**config.mk**
```make
export PLATFORM = sky130hd
export DESIGN_NAME = sig_engine
export DESIGN_NICKNAME = d
export VERILOG_FILES = /design/src/source/sig_pkg.sv /design/src/source/sig_engine.sv /design/src/source/sig_rule_ctx.sv /design/src/source/sig_dfa.sv /design/src/source/stream_tracker.sv
export SDC_FILE = /design/constraint.sdc
export NUM_CORES = 1
export LEC_CHECK = 0
export CAP_MARGIN = 20
export CORE_AREA = 4 4 265 397
export DETAILED_ROUTE_END_ITERATION = 10
export DIE_AREA = 0 0 269 401
export DONT_BUFFER_PORTS = 1
export SETUP_SLACK_MARGIN = 0.15
export SLEW_MARGIN = 30
export SYNTH_ARGS = -nofsm -noshare
export SYNTH_HDL_FRONTEND = slang
export SYNTH_HIERARCHICAL = 1
export SYNTH_SLANG_ARGS = --single-unit
```
**constraint.sdc**
```tcl
create_clock -name clk -period 6.4 [get_ports clk]
set_input_delay 1.28 -clock clk [delete_from_list [all_inputs] [get_ports clk]]
set_output_delay 1.28 -clock clk [all_outputs]
set_load 0.01 [all_outputs]
```
**src/source/sig_pkg.sv**
```systemverilog
package sig_pkg;

   // Stream id width and the number of streams it can address
   localparam int STREAM_W = 6;
   localparam int NUM_STREAMS = 1 << STREAM_W;

   // DFA state holds the matched prefix length, up to 15 bytes
   localparam int STATE_W = 4;

   // Per-rule match counter width
   localparam int COUNT_W = 16;

   // Number of signatures matched in parallel
   localparam int NUM_RULES = 3;

   // Longest signature in bytes
   localparam int MAX_PAT = 8;

   // Signature table, first character in the top byte, zero padded
   localparam logic [0:NUM_RULES-1][MAX_PAT*8-1:0] rule_pat = '{
      {"USER ", 24'h0},
      {"PASS ", 24'h0},
      {"RETR", 32'h0}
   };

   // Signature lengths, one per table entry
   localparam logic [0:NUM_RULES-1][STATE_W-1:0] rule_len = '{
      4'd5,
      4'd5,
      4'd4
   };

   // Packet tracker FSM
   typedef enum logic {
      IDLE,
      IN_PKT
   } tracker_state_t;

endpackage
```
**src/source/sig_engine.sv**
```systemverilog
`timescale 1ns/100ps

module sig_engine #(
   parameter int STREAM_W = sig_pkg::STREAM_W,
   parameter int NUM_RULES = sig_pkg::NUM_RULES,
   parameter logic [0:NUM_RULES-1][sig_pkg::MAX_PAT*8-1:0] RULE_PAT = sig_pkg::rule_pat,
   parameter logic [0:NUM_RULES-1][sig_pkg::STATE_W-1:0] RULE_LEN = sig_pkg::rule_len
) (
   input  logic                                  clk,
   input  logic                                  rst_n,
   input  logic                                  sop,
   input  logic [STREAM_W-1:0]                   stream_id,
   input  logic [7:0]                            char_in,
   input  logic                                  char_vld,
   input  logic                                  eop,
   input  logic [NUM_RULES-1:0]                  rule_enable,
   output logic [NUM_RULES*sig_pkg::COUNT_W-1:0] count,
   output logic [NUM_RULES-1:0]                  fired
);

   import sig_pkg::*;

   // Shared packet context from the tracker
   logic                load_state;
   logic                new_stream;
   logic [STREAM_W-1:0] cur_stream;

   stream_tracker #(
      .STREAM_W (STREAM_W)
   ) stream_tracker_i (
      .clk        (clk),
      .rst_n      (rst_n),
      .sop        (sop),
      .stream_id  (stream_id),
      .eop        (eop),
      .load_state (load_state),
      .new_stream (new_stream),
      .cur_stream (cur_stream)
   );

   // One context per signature, rule r owns count slice r
   for (genvar r = 0; r < NUM_RULES; r++)
   begin : g_rule
      sig_rule_ctx #(
         .STREAM_W (STREAM_W),
         .PATTERN  (RULE_PAT[r]),
         .PAT_LEN  (int'(RULE_LEN[r]))
      ) sig_rule_ctx_i (
         .clk        (clk),
         .rst_n      (rst_n),
         .char_in    (char_in),
         .char_vld   (char_vld),
         .load_state (load_state),
         .new_stream (new_stream),
         .cur_stream (cur_stream),
         .eop        (eop),
         .enable     (rule_enable[r]),
         .count      (count[r*COUNT_W +: COUNT_W]),
         .fired      (fired[r])
      );
   end

endmodule

```
**src/source/sig_rule_ctx.sv**
```systemverilog
`timescale 1ns/100ps

module sig_rule_ctx #(
   parameter int STREAM_W = sig_pkg::STREAM_W,
   parameter logic [sig_pkg::MAX_PAT*8-1:0] PATTERN = sig_pkg::rule_pat[0],
   parameter int PAT_LEN = 5
) (
   input  logic                        clk,
   input  logic                        rst_n,
   input  logic [7:0]                  char_in,
   input  logic                        char_vld,
   input  logic                        load_state,
   input  logic                        new_stream,
   input  logic [STREAM_W-1:0]         cur_stream,
   input  logic                        eop,
   input  logic                        enable,
   output logic [sig_pkg::COUNT_W-1:0] count,
   output logic                        fired
);

   import sig_pkg::*;

   // Saved DFA state per stream
   logic [STATE_W-1:0] state_mem [0:(1<<STREAM_W)-1];

   // Restore path into the DFA
   logic [STATE_W-1:0] state_in;
   logic               state_in_vld;

   // DFA outputs
   logic [STATE_W-1:0] state_out;
   logic               accept_out;

   // Set by any match in the current packet and committed at eop
   logic               spec_match;

   // Restore pulse one cycle after load_state
   always_ff @(posedge clk)
   begin
      if (!rst_n)
         state_in_vld <= 1'b0;
      else
         state_in_vld <= load_state;
   end

   // A stream never seen restores zero
   always_ff @(posedge clk)
   begin
      if (load_state)
         state_in <= new_stream ? '0 : state_mem[cur_stream];
   end

   // Save the stream's state only when the rule is enabled at eop
   // The first packet of a stream still leaves a zero entry behind
   always_ff @(posedge clk)
   begin
      if (eop && enable)
         state_mem[cur_stream] <= state_out;
      else if (eop && new_stream)
         state_mem[cur_stream] <= '0;
   end

   always_ff @(posedge clk)
   begin
      if (!rst_n)
      begin
         count <= '0;
         spec_match <= 1'b0;
      end
      else
      begin
         // Fresh packet drops the previous flag
         if (load_state)
            spec_match <= 1'b0;

         // Any match in the packet arms the flag
         if (accept_out)
            spec_match <= 1'b1;

         if (eop)
         begin
            if (enable)
               // At most one count per packet
               count <= count + COUNT_W'(spec_match);
            else
               // Disabled rule throws the match away
               spec_match <= 1'b0;
         end
      end
   end

   assign fired = spec_match;

   sig_dfa #(
      .PATTERN (PATTERN),
      .PAT_LEN (PAT_LEN)
   ) sig_dfa_i (
      .clk          (clk),
      .rst_n        (rst_n),
      .char_in      (char_in),
      .char_vld     (char_vld),
      .state_in     (state_in),
      .state_in_vld (state_in_vld),
      .state_out    (state_out),
      .accept_out   (accept_out)
   );

endmodule

```
**src/source/sig_dfa.sv**
```systemverilog
`timescale 1ns/100ps

module sig_dfa #(
   parameter logic [sig_pkg::MAX_PAT*8-1:0] PATTERN = sig_pkg::rule_pat[0],
   parameter int PAT_LEN = 5
) (
   input  logic                      clk,
   input  logic                      rst_n,
   input  logic [7:0]                char_in,
   input  logic                      char_vld,
   input  logic [sig_pkg::STATE_W-1:0] state_in,
   input  logic                      state_in_vld,
   output logic [sig_pkg::STATE_W-1:0] state_out,
   output logic                      accept_out
);

   import sig_pkg::*;

   // Byte idx of the signature, 0 is the first character
   function automatic logic [7:0] pat_byte(input int idx);
      logic [7:0] b;
      b = 8'h00;
      if ((idx >= 0) && (idx < MAX_PAT))
         b = PATTERN[(MAX_PAT-1-idx)*8 +: 8];
      return b;
   endfunction

   // Failure links: longest proper prefix that is also a suffix
   // Entry k belongs to a matched prefix of length k
   function automatic logic [MAX_PAT:0][STATE_W-1:0] calc_fail();
      logic [MAX_PAT:0][STATE_W-1:0] f;
      int k;
      f = '0;
      k = 0;
      for (int i = 1; i < PAT_LEN; i++)
      begin
         // Shrink the candidate border until the next byte extends it
         while ((k > 0) && (pat_byte(i) != pat_byte(k)))
            k = int'(f[k]);
         if (pat_byte(i) == pat_byte(k))
            k++;
         f[i+1] = STATE_W'(k);
      end
      return f;
   endfunction

   localparam logic [MAX_PAT:0][STATE_W-1:0] FAIL = calc_fail();

   logic [STATE_W-1:0] state_q;
   logic [STATE_W-1:0] next_state;
   logic [7:0]         char_up;
   logic               hit;

   // Fold lower case letters onto upper case
   assign char_up = ((char_in >= 8'h61) && (char_in <= 8'h7a)) ? (char_in - 8'h20) : char_in;

   // Next prefix length for the current byte
   always_comb
   begin
      logic [STATE_W-1:0] cand;
      logic               done;
      cand = state_q;
      done = 1'b0;
      next_state = '0;
      // A failure chain is never longer than the current state
      for (int i = 0; i <= MAX_PAT; i++)
      begin
         if (!done)
         begin
            if (char_up == pat_byte(int'(cand)))
            begin
               // Byte extends this prefix
               next_state = cand + 1'b1;
               done = 1'b1;
            end
            else if (cand == '0)
            begin
               // Nothing left to fall back on
               next_state = '0;
               done = 1'b1;
            end
            else
               cand = FAIL[cand];
         end
      end
   end

   // Full signature seen
   assign hit = (next_state == STATE_W'(PAT_LEN));

   always_ff @(posedge clk)
   begin
      if (!rst_n)
      begin
         state_q <= '0;
         accept_out <= 1'b0;
      end
      else if (state_in_vld)
      begin
         // Restore wins over any byte in the same cycle
         state_q <= state_in;
         accept_out <= 1'b0;
      end
      else if (char_vld)
      begin
         // On a full match continue from its border so overlaps still count
         state_q <= hit ? FAIL[PAT_LEN] : next_state;
         accept_out <= hit;
      end
      else
         accept_out <= 1'b0;
   end

   assign state_out = state_q;

endmodule

```
**src/source/stream_tracker.sv**
```systemverilog
`timescale 1ns/100ps

module stream_tracker #(
   parameter int STREAM_W = sig_pkg::STREAM_W
) (
   input  logic                clk,
   input  logic                rst_n,
   input  logic                sop,
   input  logic [STREAM_W-1:0] stream_id,
   input  logic                eop,
   output logic                load_state,
   output logic                new_stream,
   output logic [STREAM_W-1:0] cur_stream
);

   import sig_pkg::*;

   tracker_state_t state;

   // One bit per stream, set once a packet of it has ended
   logic [(1<<STREAM_W)-1:0] seen;

   // Packet FSM, seen bitmap and load pulse
   always_ff @(posedge clk)
   begin
      if (!rst_n)
      begin
         state <= IDLE;
         seen <= '0;
         load_state <= 1'b0;
      end
      else
      begin
         load_state <= 1'b0;
         if (sop)
         begin
            // Also taken inside a packet, a new sop restarts it
            load_state <= 1'b1;
            state <= IN_PKT;
         end
         else if (eop && (state == IN_PKT))
         begin
            // Stream now has saved state in every enabled rule
            seen[cur_stream] <= 1'b1;
            state <= IDLE;
         end
      end
   end

   // Stream id and its new flag for the whole packet
   always_ff @(posedge clk)
   begin
      if (sop)
      begin
         cur_stream <= stream_id;
         new_stream <= ~seen[stream_id];
      end
   end

endmodule

```
After elaboration in Yosys (flattened, before gate mapping) --
Memory sizes are Yosys's and may differ from the RTL's. A register that Yosys moved wholly into a read port is not among the register bits. Index checks and enable logic that the tools add are counted.
Storage, ports and cells: register bits after elaboration 140, bits in latches 0, bits in writable memories 768, bits in read-only memories 1536, input bits 22, output and inout bits 51, logic and storage cells 604, memories 27
Memory list:
- g_rule[0].sig_rule_ctx_i.state_mem | depth 64, width 4, rd ports 1, clocked after Yosys merged registers in 1, write ports 1, RTL line sig_rule_ctx.sv:24 | logic [STATE_W-1:0] state_mem [0:(1<<STREAM_W)-1];
- g_rule[1].sig_rule_ctx_i.state_mem | depth 64, width 4, rd ports 1, clocked after Yosys merged registers in 1, write ports 1, RTL line sig_rule_ctx.sv:24
- g_rule[2].sig_rule_ctx_i.state_mem | depth 64, width 4, rd ports 1, clocked after Yosys merged registers in 1, write ports 1, RTL line sig_rule_ctx.sv:24
- (name not given) | depth 16, width 4, rd ports 1, clocked after Yosys merged registers in 0, write ports 0, RTL line sig_dfa.sv:83 | cand = FAIL[cand];
- (name not given) | depth 16, width 4, rd ports 1, clocked after Yosys merged registers in 0, write ports 0, RTL line sig_dfa.sv:83
- (name not given) | depth 16, width 4, rd ports 1, clocked after Yosys merged registers in 0, write ports 0, RTL line sig_dfa.sv:83
- +21 memories
Cells by class: add/subtract/negate cells 58, $mul 0, div/mod/pow operators 0, $lt $le $gt $ge 56, equality and inequality tests 30, shift operators 27, mux-type cells 339, bitwise operators 8, reduce and logical (&&, ||, !) cells 41
Operators by type and width (count):
- indexed part select 64 x 8 -> 8 bit (first input constant) | 27
- 2-to-1 mux 4 bit | 186
- 2-to-1 mux 8 bit | 52
- equality test 8 bit | 27
- subtractor 3 x 4 -> 5 bit (first input constant) | 27
- < comparator 4 x 5 -> 1 bit (second input constant) | 24
- adder 4 x 1 -> 4 bit (second input constant) | 27
- logical NOT 4 bit | 27
- < comparator 4 bit (second input constant) | 27
- 2-to-1 mux 1 bit | 99
- bitwise OR 64 bit | 1
- adder 16 x 1 -> 16 bit | 3
- < comparator 6 x 7 -> 1 bit (second input constant) | 2
- equality test 4 x 3 -> 1 bit (second input constant) | 3
- >= comparator 8 x 7 -> 1 bit (second input constant) | 1
- less-or-equal comparator 8 x 7 -> 1 bit (second input constant) | 1
- AND reduction 2 bit | 4
- subtractor 8 x 6 -> 8 bit (second input constant) | 1
- logical AND 1 bit | 7
- binary-select mux 1 bit (select 6 bit) | 1
- demux 1 bit (select 6 bit) | 1
- >= comparator 6 x 1 -> 1 bit (second input constant) | 1
- NOT 1 bit | 4
- nonzero test 2 bit | 2
- other kinds (2) | 4

Logic depth before layout (Yosys ltp) --
Gate-level depths: netlist of the first run.
depth after elaboration 67, mapped depth 19, mapped depth without buffers 18

Modules after synthesis --
Netlist of the first run, hierarchy kept.
By module, submodules not included:
- sig_rule_ctx | times used 3, cells an instance 743, area an instance 11444.7 um^2, sequential area each 8167.8 um^2
- stream_tracker | times used 1, cells an instance 287, area an instance 3116.7 um^2, sequential area each 1531.5 um^2
- sig_dfa (g_rule[2].sig_rule_ctx_i.sig_dfa_i) | times used 1, cells an instance 155, area an instance 1166.1 um^2, sequential area each 120.1 um^2
- sig_dfa (g_rule[0].sig_rule_ctx_i.sig_dfa_i) | times used 1, cells an instance 132, area an instance 1013.5 um^2, sequential area each 100.1 um^2
- sig_dfa (g_rule[1].sig_rule_ctx_i.sig_dfa_i) | times used 1, cells an instance 113, area an instance 897.1 um^2, sequential area each 100.1 um^2

Least setup slack after synthesis of the first run --
No wires, ideal clock.
path type input port to flip-flop, start input port char_in[5], end register g_rule[2].sig_rule_ctx_i.sig_dfa_i.state_q[0], setup time 0.059 ns, arrival time 4.846 ns, data required time 6.341 ns, slack 1.495 ns, stages on the path 16, path buffers 1, path through inv_1 > ha_1 > or4_4 > a2111oi_4 > o211a_2 > nor2_1 > clkbuf_1 > nor2_1 > inv_1 > ha_1 > o211a_1 > o41a_1 > a2111oi_4 > o21ai_1 > a41oi_2 > and2_1
Between the ends: word-level cells in the longest chain between the ends 65, elaborated cells between the ends (all ways) 157, classes of those cells add/sub (17); order compare (10); eq/ne (10); shift (8); mux (96); reduce/logical (9); memory (7)
Ends and longest elaborated chain:
- start: declaration | RTL line sig_engine.sv:13 | input logic [7:0] char_in,
- >= comparator 8 x 7 -> 1 bit or less-or-equal comparator 8 x 7 -> 1 bit (tied branches) | RTL line sig_dfa.sv:55 | assign char_up = ((char_in >= 8'h61) && (char_in <= 8'h7a)) ? (char_in - 8'h20) : char_in;
- logical AND 1 bit | RTL line sig_dfa.sv:55
- 2-to-1 mux 8 bit * | RTL line sig_dfa.sv:55
- equality test 8 bit | RTL line sig_dfa.sv:70 | if (char_up == pat_byte(int'(cand)))
- 2-to-1 mux 4 bit | RTL line sig_dfa.sv:70
- subtractor 3 x 4 -> 5 bit | RTL line sig_dfa.sv:24 | b = PATTERN[(MAX_PAT-1-idx)*8 +: 8];
- indexed part select 64 x 8 -> 8 bit | RTL line sig_dfa.sv:24
- 2-to-1 mux 8 bit | RTL line sig_dfa.sv:23 | if ((idx >= 0) && (idx < MAX_PAT))
- (+49 left out)
- 2-to-1 mux 8 bit | RTL line sig_dfa.sv:68 | if (!done)
- equality test 8 bit | RTL line sig_dfa.sv:70
- 2-to-1 mux 4 bit | RTL line sig_dfa.sv:70
- 2-to-1 mux 4 bit * | RTL line sig_dfa.sv:68
- equality test 4 x 3 -> 1 bit | RTL line sig_dfa.sv:89 | assign hit = (next_state == STATE_W'(PAT_LEN));
- 2-to-1 mux 4 bit * | RTL line sig_dfa.sv:107 | state_q <= hit ? FAIL[PAT_LEN] : next_state;
- 2-to-1 mux 4 bit * | RTL line sig_dfa.sv:104 | else if (char_vld)
- 2-to-1 mux 4 bit * | RTL line sig_dfa.sv:98 | else if (state_in_vld)
- end signal: assignment | RTL line sig_dfa.sv:101 | state_q <= state_in;
- end signal: assignment | RTL line sig_dfa.sv:107
- end: declaration | RTL line sig_dfa.sv:49 | logic [STATE_W-1:0] state_q;
Every way passes the cells marked *; elsewhere a longest branch is shown, timed or not. The select of a mux whose other input is x is not followed. A chain may end at the register's enable or synchronous reset.

==> results of run 1 <==
==> flip-flops by register name, summed over array words and instances (netlist names), named ones only <==
register and cells:
stream_tracker_i/state 1, g_rule.sig_rule_ctx_i/sig_dfa_i/state_out 12, stream_tracker_i/load_state 1, stream_tracker_i/new_stream 1
g_rule.sig_rule_ctx_i/state_mem 768, g_rule.sig_rule_ctx_i/state_in_vld 3, stream_tracker_i/seen 64, stream_tracker_i/cur_stream 6
g_rule.sig_rule_ctx_i/count 48, g_rule.sig_rule_ctx_i/sig_dfa_i/accept_out 3, g_rule.sig_rule_ctx_i/fired 3, g_rule.sig_rule_ctx_i/state_in 12
==> layout by cell type, fill, tap and decap left out, drive strengths merged, types with 35 or more instances in the layout <==
master / n
edfxtp: 787
nor2: 317
dfxtp: 136
mux2i: 101
a21oi: 100
clkbuf: 99
nand2: 97
and2: 74
nor2b: 67
mux4: 64
o21ai: 59
inv: 59
nor3: 50
mux2: 46
clkinv: 46
nand2b: 44
nand3: 41
o21a: 40
a221oi: 40
a211oi: 36
a22oi: 35
==> per-stage QoR <==
stage               instance area, sq um  setup slack [ns]
detailed placement                 41500              1.20
finish                             44400              1.81
global placement                   41500              1.38
global route                       44400              1.57
CTS                                44400              1.91
floorplan                          40500              1.49
==> cell usage after synthesis (all sizes together) (10+ instances only) <==
cell,n,area share
a21oi,100,0.013
nor2,317,0.030
o21bai,15,0.0028
nand4,16,0.0026
a22oi,35,0.0068
ha,21,0.0065
edfxtp,787,0.58
xor2,17,0.0037
o21ai,59,0.0074
a32oi,12,0.0026
nor4bb,11,0.0027
o211ai,15,0.0028
nor2b,67,0.010
nor4,20,0.0039
nand2b,44,0.0068
dfxtp,136,0.067
mux2,46,0.013
inv,54,0.0050
and2,74,0.011
o32ai,34,0.0073
and3,24,0.0039
nand3b,22,0.0041
clkbuf,75,0.0070
mux2i,101,0.025
nand2,97,0.0094
nor3,50,0.0066
o22ai,10,0.0015
and3b,32,0.0070
o21a,40,0.0074
a41oi,26,0.0058
a32o,13,0.0032
a31oi,31,0.0049
a221oi,40,0.0091
nand3,41,0.0051
nor3b,20,0.0038
or2,15,0.0023
xnor2,34,0.0077
a211oi,36,0.0068
mux4,64,0.037
and4b,11,0.0027
buf,109,0.018
o22a,30,0.0065
==> power breakdown <==
| part | total, W | switching (W) | internal, W |
|---|---|---|---|
| registers | 0.00657 | 0.0000316 | 0.00654 |
| logic | 0.000903 | 0.000598 | 0.000305 |
| clock network | 0.00526 | 0.00223 | 0.00303 |
| total | 0.0127 | 0.00286 | 0.00987 |
==> worst max-delay path, delay by kind of cell <==
| family | cells | cell delay (ns) |
|---|---|---|
| AND/OR/NAND/NOR | 4 | 1.00 |
| buffers and inverters | 1 | 0.02 |
| adder cells (fa/ha/maj) | 2 | 0.35 |
| AO/OA/AOI/OAI | 7 | 2.49 |
==> worst paths after layout <==
check,startpoint,endpoint,slack [ns],cells past startpoint
hold reg to reg,stream_tracker_i/seen[54],stream_tracker_i/seen[54],0.46,1
hold / removal,stream_tracker_i/seen[54],stream_tracker_i/seen[54],0.46,1
setup reg to reg,g_rule[2].sig_rule_ctx_i/sig_dfa_i/state_out[0],flop,1.97,13
setup / recovery,char_in[5],flop,1.81,14
==> layout make-up <==
cell class,instances,area share
timing repair buffer,33,0.00699
multi-input combinational,1749,0.292
inverter,60,0.00519
sequential,923,0.594
tap,1305,0.0368
clock buffer,99,0.0508
clock inverter,60,0.0149
antenna,1,0.0000564
==> per-layer routing <==
layer / track usage / vias to the layer above / routed length (um)
met5: 0 / - / 0
met4: 0.0718 / 0 / 3740
met3: 0.0317 / 216 / 6000
met2: 0.326 / 876 / 52400
met1: 0.217 / 12600 / 38700
li1: - / 11200 / -
==> kinds of logic after synthesis <==
family | after synthesis | synth area share
AND/OR/NAND/NOR | 896 | 0.120
flip-flops | 923 | 0.650
adder cells (fa/ha/maj) | 21 | 0.00648
multiplexers | 211 | 0.0747
buffers and inverters | 244 | 0.0308
AO/OA/AOI/OAI | 570 | 0.106
XOR/XNOR | 51 | 0.0114
==> out/metrics.cfg, run 1 <==
[synthesis]
avg_synthesized_cell_area_sq_um = 13.9
ys_async_sr_fraction = 0
postSynthNetCount = 2959
yosysWarnings = 6
post_synth_inst_count = 2916
synth_top_flop_cell = edfxtp_1
synth.lib_cells_used.distinct = 122
synth-seq-area-share = 0.650
post_synth_instance_area_sq_mm = 0.0405
synth_seq_cells = 923
synth_edf_count = 787

[clock_tree]
postCtsSetupRepairBufs = 0
clkSlewWorstSetupHoldPaths_ns = 0.06
cts-buffers-inserted = 86
worst_skew_pair.late_latency_ns = 0.68
htreeDepth = 3
maximum_count_of_clock_buffers_along_a_single_path = 3
ctsHoldBuffers = 0
tritoncts = done
cts-root-buf = clkbuf_16
cts.sink_count = 923
postCtsResizedCells = 0

[sta]
grt_setup_unrepaired = false
layout_min_cycle_time_ns = 4.59
final_max_slew_viol_count = 0
timing_worst_slew_pin_value_ns = 0.927
setup_total_negative_slack_ns = 0
timing.hold.ws_ns = 0.462
finalCritPeriodShare = 0.717
timing.slew.headroom = 0.380
clock-skew-final_ns = 0.0273
count_of_endpoints_failing_hold_in_the_final_timing_report = 0
fmax_mhz = 218
setup_viol = 0

[route]
detail-route-antenna-nets = 0
drt-initial-drc-count = 2239
detail_route.vias_per_cell = 5.87
vias_post_dr = 24800
detail_route.first_pass.iterations = 7
wl_per_cell_um = 23.8
remaining_drc_errors = 0
finalWirelength_um = 101000

[setup_path]
worst-setup-path-type = in2reg
cp.required_ns = 6.96
critical_path.slowest_cell = a31oi_1
cell_breakdown_of_the_critical_path = inv_1 -> ha_1 -> or4_4 -> a2111oi_4 -> o211a_2 -> o21ai_0 -> a31oi_1 -> a21o_1 -> ha_1 -> nand3b_1 -> a2111oi_4 -> nor2_2 -> o31ai_4 -> nor4b_2
cp-end-kind = flop
critPathMaxStageDelay_ns = 0.68
start_kind = primary input
critical_path_peak_fanout = 19
crit_arrival_ns = 5.15

[final_layout]
final.fill_count = 8857
layout-area-overhead-vs-synth_pct = 9.56
regArea_sq_mm = 0.0264
multiInputGateArea_sq_mm = 0.0130
final_core_utilization = 0.438
finalNetCount = 2896
share_of_post_route_cells_with_drive_strength_above_1 = 0.119
finalNonFillerCells = 4230

[power_and_ir_drop]
cellLeakagePower_nw = 14.7
total_power_w = 0.0127
maximum_ir_drop_on_the_vdd_rail_uv = 194
p_per_area_mw_per_mm2 = 287

[grt]
sum_of_overflow_across_all_layers_after_global_routing = 0
number_of_global_route_vias_before_repair = 25300
grt_pass1_wl_um = 152000
maximum_number_of_pins_on_one_net_before_global_route_repair = 135
antenna_found_initial = 2
grt_util_all_layers = 0.182

[floorplan]
die_area_sq_mm = 0.108
die_x_extent_um = 269
core_area_sq_mm = 0.101
die_height_um = 401
pin_count = 73
floorplan.initialDensity = 0.399
rows = 143

[placement]
place_congestion = 0.853
hpwlAfterDp_um = 62400
port_buffers = 0
place.detailed.instances = 4070

[status]
run_status = finished clean

[min_path]
worst_hold_path_type = reg2reg

[flow_run]
maxCapViolations = 0

No activity file was read; power rests on OpenSTA's default activity.
==> run 2, diff against run 1 <==
Clock period 6.4 ns to 4.7 ns, I/O delays scaled along.
==> out/metrics.cfg, run 2 (synthesis results as in run 1) <==
[sta]
clock-skew-final_ns = 0.0228  ; was 0.0273 ns
final_max_slew_viol_count = 0  ; unchanged
count_of_endpoints_failing_hold_in_the_final_timing_report = 0  ; unchanged
post-route-worst-setup-slack_ns = 0.502  ; was 1.81 ns
timing_worst_slew_pin_value_ns = 0.969  ; was 0.927 ns
setup_total_negative_slack_ns = 0  ; unchanged
layout_min_cycle_time_ns = 4.20
finalCritPeriodShare = 0.893
setup_viol = 0  ; unchanged
timing.slew.headroom = 0.354  ; was 0.380
grt_setup_unrepaired = false  ; unchanged
fmax_mhz = 238

[setup_path]
crit_path_frequent_cell = a2111oi_4
critical-path-top-delay-family = compound AO/OA/AOI/OAI gates  ; unchanged
cp.required_ns = 5.31  ; was 6.96 ns
start_kind = flop  ; was primary input
critical_path_peak_fanout = 15  ; was 19
worst-setup-path-type = reg2reg  ; was in2reg
crit_arrival_ns = 4.80  ; was 5.15 ns
cell_breakdown_of_the_critical_path = nand2b_1 -> a211oi_1 -> a2111oi_4 -> o211a_4 -> nor3_1 -> a21o_1 -> inv_1 -> ha_1 -> o211a_1 -> o41a_1 -> a2111oi_4 -> o21ai_1 -> a41oi_2 -> and2_1  ; was inv_1 -> ha_1 -> or4_4 -> a2111oi_4 -> o211a_2 -> o21ai_0 -> a31oi_1 -> a21o_1 -> ha_1 -> nand3b_1 -> a2111oi_4 -> nor2_2 -> o31ai_4 -> nor4b_2
cp-end-kind = flop  ; unchanged
critPathBufInv = 1  ; unchanged
critical_path.slowest_cell = dfxtp_1  ; was a31oi_1
critical_path.reg2reg.startpoint = g_rule[2].sig_rule_ctx_i/sig_dfa_i/state_out[0]  ; unchanged
critPathMaxStageDelay_ns = 0.67  ; was 0.68 ns
setup.worst_path.start = g_rule[2].sig_rule_ctx_i/sig_dfa_i/state_out[0]  ; was char_in[5]

[final_layout]
share_of_post_route_cells_with_drive_strength_above_1 = 0.124  ; was 0.119
layout_commonest_cell = edfxtp_1  ; unchanged
multiInputGateArea_sq_mm = 0.0130  ; about the same
most-common-layout-cells = edfxtp_1 (787), nor2_1 (314), dfxtp_1 (135), mux2i_1 (101), a21oi_1 (97)  ; was edfxtp_1 (787), nor2_1 (314), dfxtp_1 (136), mux2i_1 (101), a21oi_1 (97)
final.fill_count = 8851  ; was 8,857
reg.largest.list = g_rule.sig_rule_ctx_i/state_mem (768), stream_tracker_i/seen (64), g_rule.sig_rule_ctx_i/count (48)  ; unchanged
layout-area-overhead-vs-synth_pct = 9.92  ; was 9.56%
finalNonFillerCells = 4251  ; was 4,230
regMostFlops = g_rule.sig_rule_ctx_i/state_mem  ; unchanged
regArea_sq_mm = 0.0264  ; about the same
flip_flop_count_of_the_largest_register_after_layout = 768  ; unchanged
finalNetCount = 2917  ; was 2,896

[power_and_ir_drop]
total_power_w = 0.0172  ; was 0.0127 W
p_per_area_mw_per_mm2 = 387  ; was 287 mW/mm^2
cellLeakagePower_nw = 14.8  ; was 14.7 nW
maximum_ir_drop_on_the_vdd_rail_uv = 247  ; was 194 uV

[clock_tree]
clkSlewWorstSetupHoldPaths_ns = 0.07  ; was 0.06 ns
cts-buffers-inserted = 87  ; was 86
postCtsSetupRepairBufs = 0  ; unchanged
worst_skew_pair.late_latency_ns = 0.67  ; was 0.68 ns
cts-root-buf = clkbuf_16  ; unchanged
ctsHoldBuffers = 0  ; unchanged
maximum_count_of_clock_buffers_along_a_single_path = 3  ; unchanged
htreeDepth = 3  ; unchanged
tritoncts = done  ; unchanged
postCtsResizedCells = 0  ; unchanged
cts.sink_count = 923  ; unchanged

[floorplan]
floorplan.initialDensity = 0.399  ; unchanged
rows = 143  ; unchanged
die_x_extent_um = 269  ; unchanged
pin_count = 73  ; unchanged
die_height_um = 401  ; unchanged
die_area_sq_mm = 0.108  ; unchanged
core_area_sq_mm = 0.101  ; unchanged

[placement]
place.detailed.instances = 4090  ; was 4,070
place_congestion = 0.846  ; was 0.853
port_buffers = 0  ; unchanged
place_worst_setup_slack_ns = 0.0706  ; was 1.20 ns
hpwlAfterDp_um = 65700  ; was 62,400 um

[route]
wl_per_cell_um = 23.8  ; about the same
vias_post_dr = 24800  ; about the same
detail_route.vias_per_cell = 5.84  ; was 5.87
finalWirelength_um = 101000  ; about the same
drt-initial-drc-count = 1929  ; was 2,239
remaining_drc_errors = 0  ; unchanged
detail-route-antenna-nets = 0  ; unchanged
detail_route.first_pass.iterations = 5  ; was 7

[grt]
grt_pass1_wl_um = 154000  ; was 152,000 um
maximum_number_of_pins_on_one_net_before_global_route_repair = 135  ; unchanged
sum_of_overflow_across_all_layers_after_global_routing = 0  ; unchanged
antenna_found_initial = 0  ; was 2
number_of_global_route_vias_before_repair = 25800  ; was 25,300
grt_util_all_layers = 0.184  ; was 0.182

[status]
run_status = finished clean  ; unchanged

[min_path]
worst_hold_path_type = in2reg  ; was reg2reg
min_from = stream_id[5]  ; was stream_tracker_i/seen[54]

[flow_run]
maxCapViolations = 0  ; unchanged

## run 2: routing by layer
metal  GRT usage  routed length [um]
met3      0.0349                5730
met2       0.331               52600
met5           0                   0
met4      0.0849                4370
met1       0.210               38500
## run 2: worst register-to-register path: stages, from the launching register on
cell and delay, ns:
dfxtp_1 0.67, nand2b_1 0.31, a211oi_1 0.44, a2111oi_4 0.10, o211a_4 0.19, nor3_1 0.40, a21o_1 0.18, inv_1 0.05
ha_1 0.22, o211a_1 0.14, o41a_1 0.46, a2111oi_4 0.41, o21ai_1 0.15, a41oi_2 0.27, and2_1 0.16
## run 2: path summary, 6_finish.rpt
path / end / slack [ns] / depth (start not counted)
max: g_rule[2].sig_rule_ctx_i/sig_dfa_i/state_out[0] / 0.50 / 14
min reg2reg: stream_tracker_i/seen[5] / 0.46 / 1
min: stream_tracker_i/cur_stream[5] / 0.37 / 0
max reg2reg: g_rule[2].sig_rule_ctx_i/sig_dfa_i/state_out[0] / 0.50 / 14
## run 2: layout make-up
| type | instances | area share |
|---|---|---|
| flip-flops and latches | 923 | 0.592 |
| inverters | 60 | 0.00517 |
| multi-input cells | 1749 | 0.291 |
| diodes | 1 | 0.0000562 |
| clock buffers | 103 | 0.0517 |
| repair buffers | 53 | 0.0113 |
| clock inverters | 57 | 0.0126 |
| well taps | 1305 | 0.0367 |
## run 2: through the flow
stage | util | hold WS, ns | area, sq um
2_1_floorplan | - | 0.428 | 40500
4_1_cts | 0.439 | 0.315 | 44500
3_5_place_dp | 0.411 | 0.446 | 41700
3_3_place_gp | 0.411 | 0.437 | 41700
6_report | 0.439 | 0.368 | 44500
5_1_grt | 0.439 | 0.331 | 44500
## run 2: where the power goes
| part | switching, W | internal (W) |
|---|---|---|
| Sequential | 0.0000511 | 0.00890 |
| Combinational | 0.000806 | 0.000433 |
| Clock | 0.00307 | 0.00398 |
